===== src/cpuPkg.sv =====
package cpuPkg;

    // Bus and register width
    localparam int DataWidth = 32;

    // Sixteen general registers
    localparam int regIndexWidth = 4;

    // One request bit per bus driver
    localparam int NumBusSources = 6;

    // Opcode sits in instruction bits 31 to 27
    typedef enum logic [4:0] {
        opLd   = 5'd0,
        opSt   = 5'd1,
        opAdd  = 5'd3,
        opSub  = 5'd4,
        opShr  = 5'd5,
        opShl  = 5'd6,
        opAnd  = 5'd9,
        opOr   = 5'd10,
        opAddi = 5'd12,
        opAndi = 5'd13,
        opOri  = 5'd14,
        // One branch opcode, C2 picks the condition
        opBr   = 5'd18,
        opIn   = 5'd22,
        opOut  = 5'd23,
        opHalt = 5'd27
    } opcodeT;

    typedef enum logic [2:0] {
        aluAdd,
        aluSub,
        aluAnd,
        aluOr,
        aluShl,
        aluShr,
        aluPass
    } aluOpT;

    // Bus drivers, also the bit positions in busRequestT
    typedef enum logic [2:0] {
        srcPc,
        srcZLow,
        srcMdr,
        srcReg,
        srcConstant,
        srcInPort
    } busSourceT;

    typedef logic [NumBusSources-1:0] busRequestT;

    // One control word per T-step
    typedef struct packed {
        busRequestT busRequest;
        logic       marEnable;
        logic       mdrEnable;
        logic       irEnable;
        logic       yEnable;
        logic       zEnable;
        logic       pcEnable;
        logic       incPc;
        logic       memRead;
        logic       memWrite;
        logic       gra;
        logic       grb;
        logic       grc;
        logic       rIn;
        logic       rOut;
        logic       baOut;
        logic       conIn;
        logic       outEnable;
        aluOpT      aluOp;
    } controlWordT;

endpackage


===== src/busArbiter.sv =====
`timescale 1ns/1ps
module busArbiter (
    input  cpuPkg::busRequestT                 busRequest,
    input  logic [cpuPkg::DataWidth-1:0]       pcValue,
    input  logic [cpuPkg::DataWidth-1:0]       zLowValue,
    input  logic [cpuPkg::DataWidth-1:0]       mdrValue,
    input  logic [cpuPkg::DataWidth-1:0]       regValue,
    input  logic [cpuPkg::DataWidth-1:0]       constantValue,
    input  logic [cpuPkg::DataWidth-1:0]       inPortValue,
    output logic [cpuPkg::DataWidth-1:0]       bus
);

    // Fixed order: mdr, zLow, pc, reg, constant, inPort
    always_comb begin
        if (busRequest[cpuPkg::srcMdr]) begin
            bus = mdrValue;
        end else if (busRequest[cpuPkg::srcZLow]) begin
            bus = zLowValue;
        end else if (busRequest[cpuPkg::srcPc]) begin
            bus = pcValue;
        end else if (busRequest[cpuPkg::srcReg]) begin
            bus = regValue;
        end else if (busRequest[cpuPkg::srcConstant]) begin
            bus = constantValue;
        end else if (busRequest[cpuPkg::srcInPort]) begin
            bus = inPortValue;
        end else begin
            // Idle bus reads as zero
            bus = '0;
        end
    end

endmodule


===== config.mk =====
export PLATFORM = sky130hd
export DESIGN_NAME = busArbiter
export DESIGN_NICKNAME = d
export VERILOG_FILES = /design/src/cpuPkg.sv /design/src/busArbiter.sv
export SDC_FILE = /design/constraint.sdc
export NUM_CORES = 1
export LEC_CHECK = 0
export BUFFER_PORTS_ARGS = -buffer_cell sky130_fd_sc_hd__buf_2
export CAP_MARGIN = 40
export CORE_AREA = 3 3 87 89
export DETAILED_ROUTE_END_ITERATION = 10
export DIE_AREA = 0 0 90 92
export PLACE_DENSITY = 0.72
export SETUP_SLACK_MARGIN = 0.3
export SYNTH_ARGS = -nofsm -noshare
export SYNTH_HDL_FRONTEND = slang
export SYNTH_SLANG_ARGS = --single-unit

===== constraint.sdc =====
create_clock -name vclk -period 2.5
set_clock_uncertainty 0.1 [all_clocks]
set_input_delay 0.5 -clock vclk [all_inputs]
set_output_delay 0.5 -clock vclk [all_outputs]
set_load 0.005 [all_outputs]

==> flow_metrics.env <==
export IMPL_outcome="complete, no violations"
export IMPL_cp_slowest_stage_delay_ns=0.28
export IMPL_startpoint_type="primary input"
export IMPL_ys_warnings_count=0
export IMPL_coreArea_mm2=0.00683
export IMPL_synthTopCellsByArea="a221oi_2, a221oi_1, o221ai_1, nor2b_1, o22ai_1"
export IMPL_syn_nets=400
export IMPL_hold_viol_final=0
export IMPL_path_cells="buf_2 > nor2b_4 > buf_12 > buf_12 > a221oi_1 > o22ai_1 > buf_2"
export IMPL_cpMaxStageDelayCell="a221oi_1"
export IMPL_power_density_mw_per_mm2=176
export IMPL_grt_max_degree=35
export IMPL_vdd_ir_drop_max_v=0.0000769
export IMPL_seqCellArea_um2=0
export IMPL_die_h_um=92
export IMPL_tns_ns=0
export IMPL_antenna_found_initial=1
export IMPL_setup_viol=0
export IMPL_synthCells=202
export IMPL_io_pins=230
export IMPL_wirelength_um=9510
export IMPL_avgSynthCellArea_um2=8.34
export IMPL_yosysUniqueCellTypes=14
export IMPL_grt_util_all_layers_pct=21.2
export IMPL_synth_seq_area_share_pct=0
export IMPL_synth_area_leader_cell="a221oi_2"
export IMPL_grt_ovfl_total=0
export IMPL_dp_hpwl_um=7650
export IMPL_post_route_drc_count=0
export IMPL_cp_arrival_ns=1.57
export IMPL_hold_slack_ns=1.23
export IMPL_numPortBuffers=230
export IMPL_slew_viol_final=0
export IMPL_vias=2963
export IMPL_cp_top_family="buffers and inverters"
export IMPL_drt_iter0_drc=137
export IMPL_area_delta_synth_final_pct=75.9
export IMPL_critPathBufInv=4
export IMPL_cap_violations=0
export IMPL_synth_top_cell_area_share_pct=26.7
export IMPL_crit_type="primary input to output pin"
export IMPL_synth_common_cells="a221oi_1, nor2b_1, o221ai_1, o22ai_1, a221oi_2"
export IMPL_start_util_pct=24.7
export IMPL_finalCriticalPeriod_ns=2.17
export IMPL_placementRows=30
export IMPL_num_fill_cells=731
export IMPL_dr_pass1_iters=4
export IMPL_netlist_area_mm2=0.00168
export IMPL_clock_buffers=0
export IMPL_final_period_utilization_pct=86.9
export IMPL_holdCritPathClass="primary input to output pin"
export IMPL_die_w_um=90
export IMPL_p_leak_nw=1.36
export IMPL_dpl_cell_area_mm2=0.00289
export IMPL_worstMarginPinSlew_ns=0.410
export IMPL_seq_cells=0
export IMPL_drive_gt1_share_pct=68.5
export IMPL_relSlewSlack_pct=72.7
export IMPL_design_area_mm2=0.00296
export IMPL_viasPerCell=5.78
export IMPL_max_freq_ghz=0.460
export IMPL_final_nets=616
export IMPL_die_area_mm2=0.00828
export IMPL_grt_pass1_vias=3084
export IMPL_postLayoutCoreUtil_pct=43.4
export IMPL_grt_pass1_wl_um=15000
export IMPL_ant_nets=0
export IMPL_wire_per_inst_um=18.5
export IMPL_multi_input_area_mm2=0.00149
export IMPL_critPathCaptureType="output pin"
export IMPL_rsz0062_at_grt="yes"
export IMPL_gp_congestion=0.888
export IMPL_crit_required_ns=1.90
export IMPL_cp_max_fo=18
kinds of logic after synthesis:
| group | after synthesis | synth area share, % |
|---|---|---|
| compound gates | 128 | 73.0 |
| simple gates | 37 | 14.6 |
| buf+inv | 37 | 12.4 |
what timing repair did:
item / 4_1_cts / 5_1_grt
gates resized for setup: 3 / 3
endpoints found under the setup margin: 32 / 12
hold buffers: 0 / 0
setup buffers: 4 / 0
layout by cell type, fill, tap and decap left out:
| cell | count |
|---|---|
| buf_4 | 15 |
| clkinv_2 | 1 |
| buf_2 | 230 |
| inv_1 | 1 |
| a221oi_2 | 32 |
| diode_2 | 1 |
| nor2b_4 | 2 |
| nor2b_1 | 34 |
| nor2_4 | 1 |
| buf_12 | 3 |
| o22ai_1 | 32 |
| o221ai_1 | 32 |
| a221oi_1 | 32 |
| buf_8 | 1 |
layer usage:
layer | GRT usage [%] | vias to the layer above | routed length (um)
li1 | - | 1353 | -
met3 | 3.04 | 12 | 831
met2 | 38.6 | 177 | 4910
met1 | 26.0 | 1421 | 3660
met4 | 5.23 | 0 | 114
met5 | 0 | - | 0
final cells by class:
| type | count | area share (%) |
|---|---|---|
| diodes | 1 | 0.0845 |
| inverters | 2 | 0.296 |
| multi-input cells | 165 | 50.4 |
| repair buffers | 249 | 45.2 |
| well taps | 96 | 4.05 |
final timing paths:
path,from,to,slack [ns],cells past startpoint
hold / removal,mdrValue[13],bus[13],1.23,4
setup / recovery,busRequest[5],bus[9],0.33,7
where the power goes:
part	switching (mW)	total, mW	internal, mW	leakage, nW
logic	0.252	0.522	0.270	1.36
registers	0	0	0	0
clock network	0	0.0000000537	0.0000000537	0.00000634
total	0.252	0.522	0.270	1.36
stage by stage:
step / power, mW / std cells / setup slack [ns]
final: 0.522 / 513 / 0.327
after global routing: 0.568 / 513 / 0.246
after CTS: 0.516 / 512 / 0.323
after detailed placement: 0.504 / 508 / 0.0788
after global placement: 0.493 / 508 / 0.0578
after floorplan: 0.237 / 202 / 0.671
Power figures use the tool's default switching activity.
