### config.mk
export PLATFORM = sky130hd
export DESIGN_NAME = registerFile
export DESIGN_NICKNAME = d
export VERILOG_FILES = /design/src/cpuPkg.sv /design/src/registerFile.sv
export SDC_FILE = /design/constraint.sdc
export NUM_CORES = 1
export LEC_CHECK = 0
export ABC_AREA = 1
export BUFFER_PORTS_ARGS = -buffer_cell sky130_fd_sc_hd__buf_2
export CORE_AREA = 2 2 236 238
export DETAILED_ROUTE_END_ITERATION = 8
export DIE_AREA = 0 0 238 240
export PLACE_DENSITY_LB_ADDON = 0.2
export SYNTH_ARGS = -nofsm -noshare
export SYNTH_HDL_FRONTEND = slang
export SYNTH_SLANG_ARGS = --single-unit
### constraint.sdc
create_clock -name Clock -period 3.84 [get_ports Clock]
set_clock_uncertainty 0.15 [all_clocks]
set_input_delay 0.384 -clock Clock [delete_from_list [all_inputs] [get_ports Clock]]
set_output_delay 0.384 -clock Clock [all_outputs]
set_load 0.1 [all_outputs]
### src/cpuPkg.sv
package cpuPkg;

    // Bus and register width
    localparam int DataWidth = 32;

    // Sixteen general registers
    localparam int regIndexWidth = 4;

    // One request bit per bus driver
    localparam int NumBusSources = 6;

    // Opcode sits in instruction bits 31 to 27
    typedef enum logic [4:0] {
        opLd   = 5'd0,
        opSt   = 5'd1,
        opAdd  = 5'd3,
        opSub  = 5'd4,
        opShr  = 5'd5,
        opShl  = 5'd6,
        opAnd  = 5'd9,
        opOr   = 5'd10,
        opAddi = 5'd12,
        opAndi = 5'd13,
        opOri  = 5'd14,
        // One branch opcode, C2 picks the condition
        opBr   = 5'd18,
        opIn   = 5'd22,
        opOut  = 5'd23,
        opHalt = 5'd27
    } opcodeT;

    typedef enum logic [2:0] {
        aluAdd,
        aluSub,
        aluAnd,
        aluOr,
        aluShl,
        aluShr,
        aluPass
    } aluOpT;

    // Bus drivers, also the bit positions in busRequestT
    typedef enum logic [2:0] {
        srcPc,
        srcZLow,
        srcMdr,
        srcReg,
        srcConstant,
        srcInPort
    } busSourceT;

    typedef logic [NumBusSources-1:0] busRequestT;

    // One control word per T-step
    typedef struct packed {
        busRequestT busRequest;
        logic       marEnable;
        logic       mdrEnable;
        logic       irEnable;
        logic       yEnable;
        logic       zEnable;
        logic       pcEnable;
        logic       incPc;
        logic       memRead;
        logic       memWrite;
        logic       gra;
        logic       grb;
        logic       grc;
        logic       rIn;
        logic       rOut;
        logic       baOut;
        logic       conIn;
        logic       outEnable;
        aluOpT      aluOp;
    } controlWordT;

endpackage

### src/registerFile.sv
`timescale 1ns/1ps
module registerFile (
    input  logic                               Clock,
    input  logic                               arstN,
    input  cpuPkg::controlWordT                ctrl,
    input  logic [cpuPkg::DataWidth-1:0]       instruction,
    input  logic [cpuPkg::DataWidth-1:0]       bus,
    output logic [cpuPkg::DataWidth-1:0]       regValue
);

    logic [cpuPkg::DataWidth-1:0]     regs [2**cpuPkg::regIndexWidth];
    logic [cpuPkg::regIndexWidth-1:0] ra;
    logic [cpuPkg::regIndexWidth-1:0] rb;
    logic [cpuPkg::regIndexWidth-1:0] rc;
    logic [cpuPkg::regIndexWidth-1:0] index;

    // Register fields of the IR
    assign ra = instruction[26:23];
    assign rb = instruction[22:19];
    assign rc = instruction[18:15];

    // Gra wins over Grb, Grb over Grc
    always_comb begin
        if (ctrl.gra) begin
            index = ra;
        end else if (ctrl.grb) begin
            index = rb;
        end else if (ctrl.grc) begin
            index = rc;
        end else begin
            index = '0;
        end
    end

    always_ff @(posedge Clock or negedge arstN) begin
        if (!arstN) begin
            for (int i = 0; i < 2**cpuPkg::regIndexWidth; i++) begin
                regs[i] <= '0;
            end
        end else if (ctrl.rIn) begin
            regs[index] <= bus;
        end
    end

    always_comb begin
        if (ctrl.baOut && index == '0) begin
            // R0 as a base is zero
            regValue = '0;
        end else if (ctrl.rOut || ctrl.baOut) begin
            regValue = regs[index];
        end else begin
            regValue = '0;
        end
    end

endmodule

==> impl_results.md <==
* Status: finished, final reports clean
* YS warnings at 0
* Leading cell types by count after synthesis: nand2_1, o21ai_0, dfrtp_1
* Via-per-instance ratio at just over 5
* Cell Rows at 86
* Yosys cell types at 26
* Setup TNS Final at 0 ps
* Routed len/inst at 16.25 um
* Routed Wire Length at 64.77 mm
* Post-CTS Setup Inserts at 0
* Placement-stage cell area at between 20,000 and 30,000 um^2
* Max frequency at 0.3047 GHz
* Max Slew Vio Count at 0
* Post-synthesis adder-cell area fraction at 0%
* Least-Margin Pin Slew at roughly 800 ps
* Beginning of the worst hold path: bus[10]
* CP startpoint kind: input port
* Chip Height at 240 um
* Final #Nets at 3,326
* Biggest regs: regs: 512 flops
* Biggest register: regs
* Leak Pwr at approximately 14 nW
* Seq/Total Area, Yosys at between 50% and 60%
* Post-synth top area cell: dfrtp_1
* Root Buffer: clkbuf_16
* Initial antenna violation count at 1
* Clk slew on worst S/H paths at approximately 60 ps
* Total number of vias at 20,260
* GRT Total Usage at between 20% and 30%
* Hold Vio Cnt, Final at 0
* Mapped cell area at around 24,000 um^2
* Largest net degree at the start of global routing at 91
* Worst path cell trace: buf_2 > a21oi_1 > nand2_2 > nand2_8 > buf_12 > buf_12 > o21ai_0 > nand2_1 > nand2_1 > nand2_1 > nand3_1 > nor2_1 > buf_12
* Largest family of logic cells by synthesized area: simple AND/OR/NAND/NOR gates
* GP Congestion at 0.7865
* Initial core utilization at between 40 and 50%
* PD cells at roughly 640 nW/um^2
* Synth top area share at between 50 and 60%
* Synth Area in Compound Gates at 15.85%
* Main synth FF type: dfrtp_1
* Count of state elements after synthesis at ~500
* GR Overflow Total at 0
* Max Fanout on Critical Path at 54
* Post-DP HPWL at 38.29 mm
* Post-route DRC at 0
* Post-synthesis mux area share at 0%
* Simple-gate share of the synthesized area at ~23%
* Post-DRT Antenna Nets at 0
* Design Power at 0.01815 W
* Largest register FFs at approximately 510
* Critical Path Max Stage Delay at 440 ps
* Die width at 238 um
* Final Cell Area at ~28,000 um^2
* Slowest-stage cell, CP: nor2_1
* Critical path arrival at roughly 2800 ps
* Sum of buffers and inverters on the critical path at 4
* Crit path required time at 3310 ps
* Post-synthesis cell count at approximately 3,200
* # fillers at around 5,200
* Top-count cell post-synth: nand2_1
* EDFF count, synth at 0
* Num Clock Sinks at 512
* Ys async rst share at 100.0%
* Peak VDD IR at 350.7 uV
* Post-Synth XOR/XNOR Area at 0%
* Synthesized Nets at 3,322
* Drt first pass iters at 8
* Share of cells above drive strength 1 at approximately 8.5%
* Core region area at approximately 55,000 um^2
* # Max-Cap Violations at 0
* RSZ-0062 raised after global routing: no
* Minimum clock period at 3282 ps
* P&R area growth vs syn at 15.46%
* Clock buffer depth at 3
* Latest clock arrival within the worst-skew pair at about 610 ps
* Period utilization at a little under nine tenths
* CP top delay family: simple AND/OR/NAND/NOR gates
* Die ar. at between 50,000 and 60,000 um^2
* IO Pins at 124
* CTS tree: yes
* Htree depth at 2
* Synth area leaders: dfrtp_1, nand2_1, o21ai_0, inv_1, a21oi_1
* I/O Buffers at 83
* Crit path from: ctrl[9]
* Avg Cell Area, Syn at 7.563 um^2
* Global-route wire length before repair at 104.3 mm
* HP Class: input port to flip-flop
* Final Setup Violations at 0
* Vias in the first global route at around 19,000
* CTS buffer count at 54
* 1st-iter DRT viols at roughly 1,800
* Worst flop-to-flop path startpoint: regs[86]
* WS Path Type: input port to output pin
* Worst slew margin at between 40% and 50%
* Setup crit end kind: output pin
==> timing repair <==
action / CTS / global route
resized for setup: 0 / 0
hold buffers: 32 / 0
hold endpoints to repair: 204 / 0
==> where the power goes <==
part | switching (W) | total (W) | internal (W)
clock | 0.00217 | 0.00550 | 0.00332
sequential | 0.000771 | 0.00797 | 0.00720
combinational | 0.00292 | 0.00468 | 0.00176
==> final timing paths <==
path	cells after the start	slack (ps)	to
min	3	190	regs[458]
max in group asynchronous	3	2250	regs[275]
max reg2reg	2	3000	regs[86]
max	13	560	regValue[20]
min in group asynchronous	2	270	regs[161]
min reg2reg	2	330	regs[397]
==> layout by cell type, fill, tap and decap left out, types with 4 or more instances in the layout <==
| cell | instances |
|---|---|
| inv_1 | 282 |
| o21ai_1 | 27 |
| o21ai_0 | 601 |
| inv_2 | 8 |
| nor2_1 | 169 |
| bufinv_16 | 5 |
| nor2_4 | 9 |
| buf_4 | 36 |
| nand2_2 | 9 |
| dlygate4sd3_1 | 32 |
| a21oi_1 | 134 |
| clkbuf_16 | 55 |
| nor3_4 | 4 |
| clkbuf_1 | 4 |
| nand2_1 | 1194 |
| dfrtp_1 | 512 |
| nand3_1 | 43 |
| clkbuf_8 | 19 |
| buf_12 | 57 |
| buf_2 | 50 |
| clkinv_2 | 13 |
==> routing by layer <==
| metal | vias to the layer above | part of all wire (%) | global-route usage, % |
|---|---|---|---|
| met5 | - | 0 | 0 |
| met4 | 0 | 2.1 | 5.871 |
| met3 | 94 | 5.9 | 3.743 |
| met2 | 527 | 45 | 37.05 |
| met1 | 9532 | 47 | 33.31 |
| li1 | 10110 | - | - |
==> final cells by class <==
class	instances	area (um^2)	area share [%]
Sequential cell	512	12810	45.42
Inverter	291	1095	3.881
Clock buffer	78	1653	5.860
Antenna cell	3	7.507	0.02661
Clock inverter	22	260.3	0.9226
Multi-Input combinational cell	2199	9502	33.69
Timing Repair Buffer	176	1997	7.079
Tap cell	704	880.8	3.123
==> stage by stage <==
step	util, %	hold slack [ps]	std cells	setup WS [ps]
finish	51.60	187.8	3985	558.0
global route	51.59	217.7	3982	343.3
floorplan	-	-61.59	3230	416.5
global placement	47.50	310.7	3850	585.1
detailed placement	47.50	317.5	3850	575.4
CTS	51.59	176.8	3982	551.2
==> logic make-up after synthesis <==
| group | count (synthesis) |
|---|---|
| simple gates | 1434 |
| compound gates | 765 |
| buf+inv | 519 |
| flops | 512 |
==> worst reg2reg max path: cells and delay by family, from the launching register on <==
kind / cells / cell delay [ps]
AO/OA/AOI/OAI: 1 / 60
flip-flops: 1 / 380
AND/OR/NAND/NOR: 1 / 120
(Power assumes the default switching activity.)
