## src/cpuPkg.sv

```systemverilog
package cpuPkg;

    // Bus and register width
    localparam int DataWidth = 32;

    // Sixteen general registers
    localparam int regIndexWidth = 4;

    // One request bit per bus driver
    localparam int NumBusSources = 6;

    // Opcode sits in instruction bits 31 to 27
    typedef enum logic [4:0] {
        opLd   = 5'd0,
        opSt   = 5'd1,
        opAdd  = 5'd3,
        opSub  = 5'd4,
        opShr  = 5'd5,
        opShl  = 5'd6,
        opAnd  = 5'd9,
        opOr   = 5'd10,
        opAddi = 5'd12,
        opAndi = 5'd13,
        opOri  = 5'd14,
        // One branch opcode, C2 picks the condition
        opBr   = 5'd18,
        opIn   = 5'd22,
        opOut  = 5'd23,
        opHalt = 5'd27
    } opcodeT;

    typedef enum logic [2:0] {
        aluAdd,
        aluSub,
        aluAnd,
        aluOr,
        aluShl,
        aluShr,
        aluPass
    } aluOpT;

    // Bus drivers, also the bit positions in busRequestT
    typedef enum logic [2:0] {
        srcPc,
        srcZLow,
        srcMdr,
        srcReg,
        srcConstant,
        srcInPort
    } busSourceT;

    typedef logic [NumBusSources-1:0] busRequestT;

    // One control word per T-step
    typedef struct packed {
        busRequestT busRequest;
        logic       marEnable;
        logic       mdrEnable;
        logic       irEnable;
        logic       yEnable;
        logic       zEnable;
        logic       pcEnable;
        logic       incPc;
        logic       memRead;
        logic       memWrite;
        logic       gra;
        logic       grb;
        logic       grc;
        logic       rIn;
        logic       rOut;
        logic       baOut;
        logic       conIn;
        logic       outEnable;
        aluOpT      aluOp;
    } controlWordT;

endpackage

```

## src/aluUnit.sv

```systemverilog
`timescale 1ns/1ps
module aluUnit (
    input  logic                               Clock,
    input  logic                               arstN,
    input  cpuPkg::controlWordT                ctrl,
    input  logic [cpuPkg::DataWidth-1:0]       bus,
    output logic [cpuPkg::DataWidth-1:0]       zLowValue
);

    logic [cpuPkg::DataWidth-1:0] y;
    logic [cpuPkg::DataWidth-1:0] z;
    logic [cpuPkg::DataWidth-1:0] result;
    logic [4:0]                   shiftAmount;

    // Shift count is the low five bits of the bus
    assign shiftAmount = bus[4:0];
    assign zLowValue   = z;

    // Y is the left operand, the bus the right one
    always_comb begin
        case (ctrl.aluOp)
            cpuPkg::aluAdd:  result = y + bus;
            cpuPkg::aluSub:  result = y - bus;
            cpuPkg::aluAnd:  result = y & bus;
            cpuPkg::aluOr:   result = y | bus;
            cpuPkg::aluShl:  result = y << shiftAmount;
            // Logical right shift, zero fill
            cpuPkg::aluShr:  result = y >> shiftAmount;
            default:         result = bus;
        endcase
    end

    always_ff @(posedge Clock or negedge arstN) begin
        if (!arstN) begin
            y <= '0;
        end else if (ctrl.yEnable) begin
            y <= bus;
        end
    end

    always_ff @(posedge Clock or negedge arstN) begin
        if (!arstN) begin
            z <= '0;
        end else if (ctrl.zEnable) begin
            z <= result;
        end
    end

endmodule

```

## config.mk

```make
export PLATFORM = sky130hd
export DESIGN_NAME = aluUnit
export DESIGN_NICKNAME = d
export VERILOG_FILES = /design/src/cpuPkg.sv /design/src/aluUnit.sv
export SDC_FILE = /design/constraint.sdc
export NUM_CORES = 1
export LEC_CHECK = 0
export ABC_CLOCK_PERIOD_IN_PS = 6300
export BUFFER_PORTS_ARGS = -buffer_cell sky130_fd_sc_hd__buf_4
export CORE_MARGIN = 3
export CORE_UTILIZATION = 38
export DETAILED_ROUTE_END_ITERATION = 7
export HOLD_SLACK_MARGIN = 0.08
export PLACE_DENSITY = 0.52
export SYNTH_ARGS = -nofsm -noshare
export SYNTH_HDL_FRONTEND = slang
export SYNTH_SLANG_ARGS = --single-unit
```

## constraint.sdc

```tcl
create_clock -name Clock -period 6.3 [get_ports Clock]
set_clock_uncertainty 0.05 [all_clocks]
set_input_delay 1.575 -clock Clock [delete_from_list [all_inputs] [get_ports Clock]]
set_output_delay 1.575 -clock Clock [all_outputs]
set_load 0.01 [all_outputs]
```

==> results.md <==
* Status: complete, no violations
* Final hold vios at 0
* Core Region at 23,800 um^2
* Global-route wire length before repair at 58,700 um
* Post-synth top flop: dfrtp_1
* Synth Area in Adders at 0.0758
* Die height at 163 um
* H-tree depth at 3
* Die width at 163 um
* Non-Filler Instances at 1,500
* Vias in the first global route at a little over 9,000
* Largest delay contributor family on the critical path: simple AND/OR/NAND/NOR gates
* CTS tree: yes
* CP arrival at about 5400 ps
* Routed Antenna Nets at 0
* Launching point of the worst reg2reg path: y[0]
* Proportion of synthesized area in mux cells at 0.200
* Filler cells at 2,513
* CTS Sinks at 64
* Antenna diode count at 0
* CTS resizes at 0
* Die area at about 27,000 um^2
* Slew HR at 0.363
* Slowest stage cell, crit path: or4_4
* Critical Path End Type: flop
* Number of placed I/O pins at a little over 90
* Cell count along the critical path at 15
* Sequential area share after synthesis at 0.171
* Initial DRC count at 1,180
* Critical path, cell by cell: buf_4, inv_1, ha_1, and3_1, nand2_1, nand2_1, xnor2_1, ha_1, nand4_2, nor2b_2, a211oi_4, or4_4, a211oi_2, nor2_1, a311o_1
* CP Launch Type: input pin
* # hold bufs at CTS at 0
* Residual DRC at 0
* Layout cells sized above 1 at 0.191
* Commonest non-fill, non-tap cell in the layout: nor2_1
* GRT Total Usage at 0.292
* Setup Fix Bufs, Post-CTS at 0
* Post-Synth XOR/XNOR Area at 0.0469
* Clock slew at reported path FFs at ~70 ps
* Commonest cells after routing, fill and taps aside: 140 x nor2_1, 106 x nand2_1, 90 x a21oi_1
* Initial antenna violation count at 0
* Vias per inst at 6.50
* Root buf cell: clkbuf_16
* Post-Syn Nets at 1,269
* Pwr per Cell Area at 209 nW/um^2
* Placer congestion estimate at 0.995
* Largest net degree at the start of global routing at 76
* Initial Utilization at 0.392
* Complex-gate fraction of the synthesized area at 0.263
* Maximum VDD drop at roughly 110 uV
* Drt first pass iters at 6
* Total number of vias at roughly 10,000
* Remaining global-route overflow at 0
* Mapped cell area at roughly 9300 um^2
* Clk buf depth at 2
* Clock Latency Late Sink at ~360 ps
* F_max at about 190 MHz
* Slew Viols, Final at 0
* Critical path peak fanout at 32
* R2R Setup Slk at 2890 ps
* Cells after synthesis at 1,173
* Port buffer count at 70
* Largest family of logic cells by synthesized area: compound AO/OA/AOI/OAI gates
* Fin nets at roughly 1,300
* Worst Reg-to-Reg Cells at 11
* Post-synth ARST share at 1.00
* # rows at between 50 and 60
* CP max stage delay at roughly 570 ps
* Worst Setup SP: bus[1]
* Final setup violation count at 0
* CTS Buf Count at 9
* Placed cell areas at 9890 um^2
* Max-cap viol count at 0
* Crit path required time at about 6500 ps
* WS Path Type: in2reg
* RSZ-0062 raised after global routing: false
* Placed Cells at about 1,500
* Post-DP HPWL at about 29,000 um
* Worst Hold Class: reg2reg
* Yosys Warn Count at 0
* Number of synthesized flops with an enable pin at 0
* P_leak at between 4 and 5 nW
* Slew at the pin closest to its max-slew limit at around 960 ps
* Final TNS setup at 0 ps
* Routed WL at roughly 39,000 um
* Capturing point of the worst reg2reg path: zLowValue[30]
* Drt wl/cell at 25.8 um
* Area Growth Syn to Fin at 8.88%
* Avg Inst Size Synth at between 7 and 8 um^2
* CP Buf/Inv Count at 2
* Period minus WS final at about 5200 ps
* Min Hold Slack at approximately 450 ps
* Final Cell Area at 10,200 um^2
* Post-synth cell types at 94
* Final period utilization at 0.819
* Synth Area in Simple Gates at 0.179
* Setup crit end: zLowValue[30]
* Synthesized flop and latch total at 64
==> cell type report <==
class | count | area (um^2) | area share
clock buffer | 10 | 239 | 0.0235
clock inverter | 6 | 43.8 | 0.00431
inverter | 21 | 78.8 | 0.00775
multi-input combinational | 991 | 7140 | 0.702
sequential | 64 | 1600 | 0.157
tap | 319 | 399 | 0.0392
timing repair buffer | 89 | 668 | 0.0657
==> per-layer routing <==
metal,global-route usage,share of wire,up-vias
met5,0,0,-
met4,0.0773,0.026,0
met3,0.0435,0.095,66
met2,0.433,0.43,487
met1,0.440,0.45,4774
li1,-,-,4421
==> synth_stat cells, types with 14 or more instances <==
master    number  area share
nor2_1       141       0.057
nand3_1       14      0.0075
xnor2_1       29       0.027
nand2_1      106       0.043
a31oi_1       18       0.012
a21oi_1       90       0.048
clkbuf_1      56       0.022
mux4_2        29       0.070
a221oi_1      14       0.013
xor2_1        21       0.020
a211oi_1      21       0.017
mux2_2        60       0.072
mux2i_1       51       0.055
maj3_1        25       0.027
inv_1         18      0.0072
nor3_1        22       0.012
o21ai_0       84       0.045
ha_1          35       0.047
a21o_1        19       0.015
dfrtp_1       64        0.17
o211ai_1      21       0.017
==> flip-flops by register name, indices dropped and copies added (netlist names) <==
name and cells:
y 32, zLowValue 32
==> power by group <==
group | switching (mW) | internal (mW)
clock | 0.232 | 0.279
combinational | 0.614 | 0.434
sequential | 0.0970 | 0.466
==> logic make-up after synthesis <==
kind of cell / count (synthesis)
flip-flops: 64
XOR/XNOR: 50
AND/OR/NAND/NOR: 365
AO/OA/AOI/OAI: 373
buffers and inverters: 118
adder cells (fa/ha/maj): 61
multiplexers: 142
==> through the flow <==
step                      setup slack [ps]   util  total power [mW]
after global placement                 858  0.415              1.59
after detailed placement               843  0.415              1.59
after global routing                   889  0.427              2.24
after CTS                             1220  0.427              2.12
after floorplan                       1150      -              1.26
final                                 1140  0.427              2.12
==> worst min path at each step <==
| stage | startpoint | to | slack [ps] | cells after the start |
|---|---|---|---|---|
| 6_report | zLowValue[13] | zLowValue[13] | 450 | 2 |
| 5_1_grt | zLowValue[27] | zLowValue[27] | 460 | 2 |
| 4_1_cts | zLowValue[13] | zLowValue[13] | 450 | 2 |
| 3_5_place_dp | zLowValue[13] | zLowValue[13] | 440 | 2 |
| 3_3_place_gp | zLowValue[15] | zLowValue[15] | 430 | 1 |
| 2_1_floorplan | zLowValue[15] | zLowValue[15] | 470 | 1 |
==> worst register-to-register path: stages (launching register included) <==
cell and delay [ps]:
dfrtp_1 450, inv_1 140, ha_1 250, fa_1 420, and2b_1 220, o21a_2 140
a31o_4 190, a211oi_4 120, or4_4 570, a211oi_2 320, nor2_1 90, a311o_1 350
(Power assumes the default switching activity.)
