<file path="config.mk">
export PLATFORM = sky130hd
export DESIGN_NAME = controlSequencer
export DESIGN_NICKNAME = d
export VERILOG_FILES = /design/src/cpuPkg.sv /design/src/controlSequencer.sv
export SDC_FILE = /design/constraint.sdc
export NUM_CORES = 1
export LEC_CHECK = 0
export ABC_AREA = 1
export BUFFER_PORTS_ARGS = -buffer_cell sky130_fd_sc_hd__buf_4
export CELL_PAD_IN_SITES_DETAIL_PLACEMENT = 1
export CELL_PAD_IN_SITES_GLOBAL_PLACEMENT = 1
export CORE_ASPECT_RATIO = 1.1
export CORE_MARGIN = 5
export CORE_UTILIZATION = 24
export CTS_CLUSTER_DIAMETER = 80
export DETAILED_ROUTE_END_ITERATION = 6
export PLACE_DENSITY_LB_ADDON = 0.1
export SETUP_SLACK_MARGIN = 0.4
export SYNTH_ARGS = -nofsm -noshare
export SYNTH_HDL_FRONTEND = slang
export SYNTH_SLANG_ARGS = --single-unit
</file>
<file path="constraint.sdc">
create_clock -name Clock -period 2 [get_ports Clock]
set_input_delay 0.1 -clock Clock [delete_from_list [all_inputs] [get_ports Clock]]
set_output_delay 0.1 -clock Clock [all_outputs]
set_load 0.005 [all_outputs]
</file>
<file path="src/cpuPkg.sv">
package cpuPkg;

    // Bus and register width
    localparam int DataWidth = 32;

    // Sixteen general registers
    localparam int regIndexWidth = 4;

    // One request bit per bus driver
    localparam int NumBusSources = 6;

    // Opcode sits in instruction bits 31 to 27
    typedef enum logic [4:0] {
        opLd   = 5'd0,
        opSt   = 5'd1,
        opAdd  = 5'd3,
        opSub  = 5'd4,
        opShr  = 5'd5,
        opShl  = 5'd6,
        opAnd  = 5'd9,
        opOr   = 5'd10,
        opAddi = 5'd12,
        opAndi = 5'd13,
        opOri  = 5'd14,
        // One branch opcode, C2 picks the condition
        opBr   = 5'd18,
        opIn   = 5'd22,
        opOut  = 5'd23,
        opHalt = 5'd27
    } opcodeT;

    typedef enum logic [2:0] {
        aluAdd,
        aluSub,
        aluAnd,
        aluOr,
        aluShl,
        aluShr,
        aluPass
    } aluOpT;

    // Bus drivers, also the bit positions in busRequestT
    typedef enum logic [2:0] {
        srcPc,
        srcZLow,
        srcMdr,
        srcReg,
        srcConstant,
        srcInPort
    } busSourceT;

    typedef logic [NumBusSources-1:0] busRequestT;

    // One control word per T-step
    typedef struct packed {
        busRequestT busRequest;
        logic       marEnable;
        logic       mdrEnable;
        logic       irEnable;
        logic       yEnable;
        logic       zEnable;
        logic       pcEnable;
        logic       incPc;
        logic       memRead;
        logic       memWrite;
        logic       gra;
        logic       grb;
        logic       grc;
        logic       rIn;
        logic       rOut;
        logic       baOut;
        logic       conIn;
        logic       outEnable;
        aluOpT      aluOp;
    } controlWordT;

endpackage

</file>
<file path="src/controlSequencer.sv">
`timescale 1ns/1ps
module controlSequencer #(
    parameter int MemWords = 512
) (
    input  logic                               Clock,
    input  logic                               arstN,
    input  logic                               start,
    input  logic [cpuPkg::DataWidth-1:0]       instruction,
    input  logic [cpuPkg::DataWidth-1:0]       bus,
    output cpuPkg::controlWordT                ctrl,
    output logic                               halted
);

    cpuPkg::opcodeT opcode;
    cpuPkg::aluOpT  opAlu;
    logic [1:0]     c2;
    logic [2:0]     step;
    logic [2:0]     lastStep;
    logic           running;
    logic           haltedReg;
    logic           conFlag;

    assign opcode = cpuPkg::opcodeT'(instruction[31:27]);
    assign c2     = instruction[20:19];

    // Halt shows up already in its own step
    assign halted = haltedReg | (running && step == 3'd3 && opcode == cpuPkg::opHalt);

    // Final step number per instruction class
    always_comb begin
        case (opcode)
            cpuPkg::opAdd, cpuPkg::opSub, cpuPkg::opAnd, cpuPkg::opOr,
            cpuPkg::opShl, cpuPkg::opShr, cpuPkg::opAddi, cpuPkg::opAndi,
            cpuPkg::opOri, cpuPkg::opBr:  lastStep = 3'd5;
            cpuPkg::opLd, cpuPkg::opSt:   lastStep = 3'd6;
            cpuPkg::opIn, cpuPkg::opOut:  lastStep = 3'd4;
            default:                      lastStep = 3'd3;
        endcase
    end

    // ALU function for register and immediate forms
    always_comb begin
        case (opcode)
            cpuPkg::opSub:                  opAlu = cpuPkg::aluSub;
            cpuPkg::opAnd, cpuPkg::opAndi:  opAlu = cpuPkg::aluAnd;
            cpuPkg::opOr, cpuPkg::opOri:    opAlu = cpuPkg::aluOr;
            cpuPkg::opShl:                  opAlu = cpuPkg::aluShl;
            cpuPkg::opShr:                  opAlu = cpuPkg::aluShr;
            default:                        opAlu = cpuPkg::aluAdd;
        endcase
    end

    always_ff @(posedge Clock or negedge arstN) begin
        if (!arstN) begin
            running   <= 1'b0;
            haltedReg <= 1'b0;
            step      <= '0;
        end else if (!running) begin
            // Idle until start, never again after halt
            if (start && !haltedReg) begin
                running <= 1'b1;
                step    <= '0;
            end
        end else if (step == lastStep) begin
            step <= '0;
            if (opcode == cpuPkg::opHalt) begin
                running   <= 1'b0;
                haltedReg <= 1'b1;
            end
        end else begin
            step <= step + 3'd1;
        end
    end

    // Condition flip-flop, C2 selects zero, nonzero, plus, minus
    always_ff @(posedge Clock or negedge arstN) begin
        if (!arstN) begin
            conFlag <= 1'b0;
        end else if (ctrl.conIn) begin
            case (c2)
                2'd0:    conFlag <= bus == '0;
                2'd1:    conFlag <= bus != '0;
                2'd2:    conFlag <= !bus[cpuPkg::DataWidth-1];
                default: conFlag <= bus[cpuPkg::DataWidth-1];
            endcase
        end
    end

    always_comb begin
        ctrl = '0;
        if (running) begin
            case (step)
                3'd0: begin
                    ctrl.busRequest[cpuPkg::srcPc] = 1'b1;
                    ctrl.marEnable = 1'b1;
                    ctrl.incPc     = 1'b1;
                end
                3'd1: begin
                    ctrl.memRead   = 1'b1;
                    ctrl.mdrEnable = 1'b1;
                    // Bus is free here, so park PC plus one in Y for branches
                    ctrl.busRequest[cpuPkg::srcPc] = 1'b1;
                    ctrl.yEnable = 1'b1;
                end
                3'd2: begin
                    ctrl.busRequest[cpuPkg::srcMdr] = 1'b1;
                    ctrl.irEnable = 1'b1;
                end
                3'd3: begin
                    case (opcode)
                        cpuPkg::opLd, cpuPkg::opSt: begin
                            // Base register, R0 gives zero
                            ctrl.busRequest[cpuPkg::srcReg] = 1'b1;
                            ctrl.grb     = 1'b1;
                            ctrl.baOut   = 1'b1;
                            ctrl.yEnable = 1'b1;
                        end
                        cpuPkg::opBr: begin
                            ctrl.busRequest[cpuPkg::srcReg] = 1'b1;
                            ctrl.gra   = 1'b1;
                            ctrl.rOut  = 1'b1;
                            ctrl.conIn = 1'b1;
                        end
                        cpuPkg::opIn: begin
                            ctrl.busRequest[cpuPkg::srcInPort] = 1'b1;
                            ctrl.zEnable = 1'b1;
                            ctrl.aluOp   = cpuPkg::aluPass;
                        end
                        cpuPkg::opOut: begin
                            ctrl.busRequest[cpuPkg::srcReg] = 1'b1;
                            ctrl.gra       = 1'b1;
                            ctrl.rOut      = 1'b1;
                            ctrl.outEnable = 1'b1;
                        end
                        cpuPkg::opHalt: ;
                        default: begin
                            // ALU and immediate forms take rb into Y
                            if (lastStep == 3'd5) begin
                                ctrl.busRequest[cpuPkg::srcReg] = 1'b1;
                                ctrl.grb     = 1'b1;
                                ctrl.rOut    = 1'b1;
                                ctrl.yEnable = 1'b1;
                            end
                        end
                    endcase
                end
                3'd4: begin
                    case (opcode)
                        cpuPkg::opAdd, cpuPkg::opSub, cpuPkg::opAnd, cpuPkg::opOr,
                        cpuPkg::opShl, cpuPkg::opShr: begin
                            ctrl.busRequest[cpuPkg::srcReg] = 1'b1;
                            ctrl.grc     = 1'b1;
                            ctrl.rOut    = 1'b1;
                            ctrl.zEnable = 1'b1;
                            ctrl.aluOp   = opAlu;
                        end
                        cpuPkg::opIn: begin
                            ctrl.busRequest[cpuPkg::srcZLow] = 1'b1;
                            ctrl.gra = 1'b1;
                            ctrl.rIn = 1'b1;
                        end
                        // out only waits here while outStrobe is high
                        cpuPkg::opOut: ;
                        default: begin
                            // Immediates, address and branch target use C
                            ctrl.busRequest[cpuPkg::srcConstant] = 1'b1;
                            ctrl.zEnable = 1'b1;
                            ctrl.aluOp   = opAlu;
                        end
                    endcase
                end
                3'd5: begin
                    ctrl.busRequest[cpuPkg::srcZLow] = 1'b1;
                    case (opcode)
                        cpuPkg::opLd: begin
                            // MAR and RAM see the address in the same cycle
                            ctrl.marEnable = 1'b1;
                            ctrl.memRead   = 1'b1;
                            ctrl.mdrEnable = 1'b1;
                        end
                        cpuPkg::opSt:  ctrl.marEnable = 1'b1;
                        cpuPkg::opBr:  ctrl.pcEnable = conFlag;
                        default: begin
                            ctrl.gra = 1'b1;
                            ctrl.rIn = 1'b1;
                        end
                    endcase
                end
                default: begin
                    if (opcode == cpuPkg::opLd) begin
                        ctrl.busRequest[cpuPkg::srcMdr] = 1'b1;
                        ctrl.gra = 1'b1;
                        ctrl.rIn = 1'b1;
                    end else begin
                        // st data passes through MDR into RAM
                        ctrl.busRequest[cpuPkg::srcReg] = 1'b1;
                        ctrl.gra       = 1'b1;
                        ctrl.rOut      = 1'b1;
                        ctrl.mdrEnable = 1'b1;
                        ctrl.memWrite  = 1'b1;
                    end
                end
            endcase
        end
    end

endmodule

</file>
==> impl_table.tex <==
\begin{tabular}{lr}
\hline
Metric & Value \\
\hline
\multicolumn{2}{l}{\textbf{Run status}} \\
\quad Run status & finished clean \\
\multicolumn{2}{l}{\textbf{Global routing}} \\
\quad Sum of overflow across all layers after global routing & 0 \\
\quad Number of antenna violations at the first check in global routing & 0 \\
\quad Wire length of the first global-routing pass & 7910 um \\
\quad Maximum number of pins on one net before global-route repair & 15 \\
\quad Global Route Usage Sum & 14.2\% \\
\quad Number of global-route vias before repair & 1750 \\
\multicolumn{2}{l}{\textbf{Worst setup path}} \\
\quad Critical Path Most Common Cell & buf\_4 \\
\quad Highest-delay cell along the critical path & dfrtp\_2 \\
\quad Arrival @ worst endpoint & 1.68 ns \\
\quad Peak fanout along the critical path & 4 \\
\quad Crit path buf inv count & 3 \\
\quad Worst r2r src & step[0]\$\_DFFE\_PN0P\_ \\
\quad Number of stages on the worst setup path & 7 \\
\quad Critical path start-end classification & register to output pin \\
\quad Start point of the critical path & step[1]\$\_DFFE\_PN0P\_ \\
\quad Crit path required time & 1.90 ns \\
\quad Family with the most delay on the worst path & flip-flops \\
\quad Setup crit end kind & output pin \\
\quad Launching element type of the critical path & register \\
\quad Slowest stage delay, CP & 0.44 ns \\
\quad Reg2reg path depth & 7 \\
\quad Critical path cell sequence & buf\_4 > buf\_4 > ha\_1 > nand2\_2 > nand4\_1 > a21oi\_1 > buf\_4 \\
\multicolumn{2}{l}{\textbf{Clocking}} \\
\quad Clock input transition at the sequential cells of the worst setup and hold paths & 0.04 ns \\
\quad Number of clock buffers inserted by TritonCTS & 3 \\
\quad Number of clock sinks & 6 \\
\quad Root buffer cell & clkbuf\_8 \\
\quad Clock Path Buffers & 2 \\
\quad Maximum level of the CTS H-tree & 1 \\
\quad Worst-Skew Late Latency & 0.22 ns \\
\quad TritonCTS clock tree & yes \\
\multicolumn{2}{l}{\textbf{Yosys}} \\
\quad Post-Syn Area & 1220 sq um \\
\quad Post-Synthesis Cells & 232 \\
\quad Average cell area after synthesis & 5.27 sq um \\
\quad Net count after synthesis & 309 \\
\quad Compound-Gate Fraction of Synth Area & 12.6\% \\
\quad Count of different cell masters after synthesis & 28 \\
\quad Synth Area in XOR/XNOR & 0.716\% \\
\quad Share of synthesized area occupied by flip-flops and latches & 12.3\% \\
\quad Biggest area contributors in the synthesized netlist & nand2\_1 23\%, nor2\_1 13\%, dfrtp\_1 12\% \\
\quad Post-Synth Simple-Gate Area & 53.1\% \\
\quad Multiplexer share of the synthesized area & 0\% \\
\quad Post-synthesis cell type with the largest combined area & nand2\_1 \\
\quad Yosys top cell area share & 23.3\% \\
\quad Number of storage elements in the synthesis netlist & 6 \\
\quad Main combinational cell family by area after synthesis & simple AND/OR/NAND/NOR gates \\
\quad Adder-cell area share of the yosys netlist & 10.2\% \\
\quad Synthesis warning total & 0 \\
\multicolumn{2}{l}{\textbf{Hold path}} \\
\quad Beginning of the worst hold path & instruction[19] \\
\quad Hold path depth & 4 \\
\quad Type of the most critical hold path & input port to register \\
\multicolumn{2}{l}{\textbf{Final layout}} \\
\quad Layout cell share with drive strength beyond 1 & 45.5\% \\
\quad Layout area overhead & 79.2\% \\
\quad N\_diodes & 0 \\
\quad Most common cell after layout, fill and taps aside & buf\_4 \\
\quad Final layout net count & 400 \\
\quad Most frequent cells in the layout & 86 x buf\_4, 70 x nand2\_1, 33 x nor2\_1 \\
\quad Finished Core Util & 44.2\% \\
\multicolumn{2}{l}{\textbf{Floorplanning}} \\
\quad Die height & 84.9 um \\
\quad Die width & 78.1 um \\
\quad Area of the core & 4970 sq um \\
\quad Row count & 27 \\
\quad Die Footprint & 6630 sq um \\
\quad Boundary pin count & 94 \\
\quad Initial core utilization & 24.6\% \\
\multicolumn{2}{l}{\textbf{Routing}} \\
\quad Total via count in the routed design & 1757 \\
\quad Average wire per standard cell & 13.1 um \\
\quad Vias per inst & 4.64 \\
\quad DRC violations left & 0 \\
\quad Initial DRC count & 64 \\
\quad Total detailed-routing wirelength & 4970 um \\
\quad Number of nets with antenna violations after routing & 0 \\
\quad Number of search-and-repair iterations in the first detailed-routing pass & 3 \\
\multicolumn{2}{l}{\textbf{STA}} \\
\quad Hold violation count in the final report & 0 \\
\quad Final setup skew & 0.00384 ns \\
\quad Total Negative Setup Slacks & 0 ns \\
\quad RSZ-0062 raised after global routing & true \\
\quad Slew headroom & 69.5\% \\
\quad Final setup viols & 0 \\
\quad Ratio of final minimum period to clock period & 89.1\% \\
\quad Worst slew pin tran & 0.456 ns \\
\quad Fmax & 0.561 GHz \\
\quad Fin. max-slew vios & 0 \\
\quad Minimum period implied by the final worst setup slack & 1.78 ns \\
\multicolumn{2}{l}{\textbf{Place}} \\
\quad Final HPWL DP & 4160 um \\
\quad Gpl congestion & 0.833 \\
\quad Count of buffers inserted at the top-level ports & 68 \\
\multicolumn{2}{l}{\textbf{Power}} \\
\quad Power density normalized to cell area & 220 nW/um\^{}2 \\
\quad Largest vdd supply drop & 0.131 mV \\
\quad Leakage power of the design & 1.10 nW \\
\multicolumn{2}{l}{\textbf{Run}} \\
\quad Max-cap violations & 0 \\
\hline
\end{tabular}
==> worst paths after layout <==
path | to | slack [ns]
min in group asynchronous | conFlag$_DFFE_PN0P_ | 0.22
worst max-delay path | ctrl[22] | 0.22
worst max register to register | conFlag$_DFFE_PN0P_ | 0.64
worst min-delay path | conFlag$_DFFE_PN0P_ | 0.17
max in group asynchronous | step[0]$_DFFE_PN0P_ | 1.65
worst min register to register | haltedReg$_DFFE_PN0P_ | 0.46
==> tightest hold or removal path: cells and delay by family <==
kind                   cells  cell delay [ns]
buffers and inverters      1             0.08
AND/OR/NAND/NOR            3             0.16
==> logic make-up after synthesis <==
family,count (synthesis)
and+or+nand+nor,152
buffers and inverters,36
AOI/OAI and AO/OA,27
adders and majority gates,10
DFF,6
xor gates and xnor gates,1
==> Yosys cell counts, drive strengths merged <==
cell,number
nand3,17
a21boi,2
nand4,4
o22ai,1
nor3,4
clkbuf,1
o21a,1
buf,1
a31oi,3
nor3b,1
o211ai,1
clkinv,1
xor2,1
inv,33
ha,10
o21ai,6
nand2,78
dfrtp,6
nand3b,1
nor2,47
a21oi,13
==> area by class of cell <==
cell class	instances	area, sq um
Fill cell	666	2770
Multi-Input combinational cell	190	1130
Timing Repair Buffer	88	667
Sequential cell	6	153
Inverter	34	128
Tap cell	58	72.6
Clock buffer	3	41.3
==> sequential cells by signal, summed over array words and instances (netlist names) <==
register,cells
step,3
conFlag,1
haltedReg,1
running,1
==> through the flow <==
stage	total power, mW	worst slack, ns	area, sq um	instances	hold slack [ns]
global route	0.515	0.129	2190	379	0.198
detailed placement	0.289	0.186	1870	365	-0.0852
global placement	0.286	0.238	1870	365	-0.0845
CTS	0.477	0.202	2110	378	0.174
floorplan	0.198	0.426	1230	232	-0.196
finish	0.482	0.218	2190	379	0.165
==> layer usage <==
layer	track usage, %	vias to the layer above	routed length [um]
met2	27.2	38	2610
met4	1.84	0	15
met5	0	-	0
met3	2.34	2	246
li1	-	914	-
met1	16.6	803	2090
==> power by group <==
group	switching [mW]	internal, mW
Clock	0.0526	0.129
Sequential	0.000116	0.122
Combinational	0.0894	0.0881
Total	0.142	0.340
==> timing repair <==
item / 4_1_cts / 5_1_grt
gates resized for setup: 34 / 18
setup buffers: 9 / 1
hold endpoints to repair: 6 / 0
hold buffers: 1 / 0
pin swaps: 9 / 7
setup endpoints to repair: 26 / 24
gates cloned: 0 / 0
Note: power is estimated with default switching activity, not from simulation.
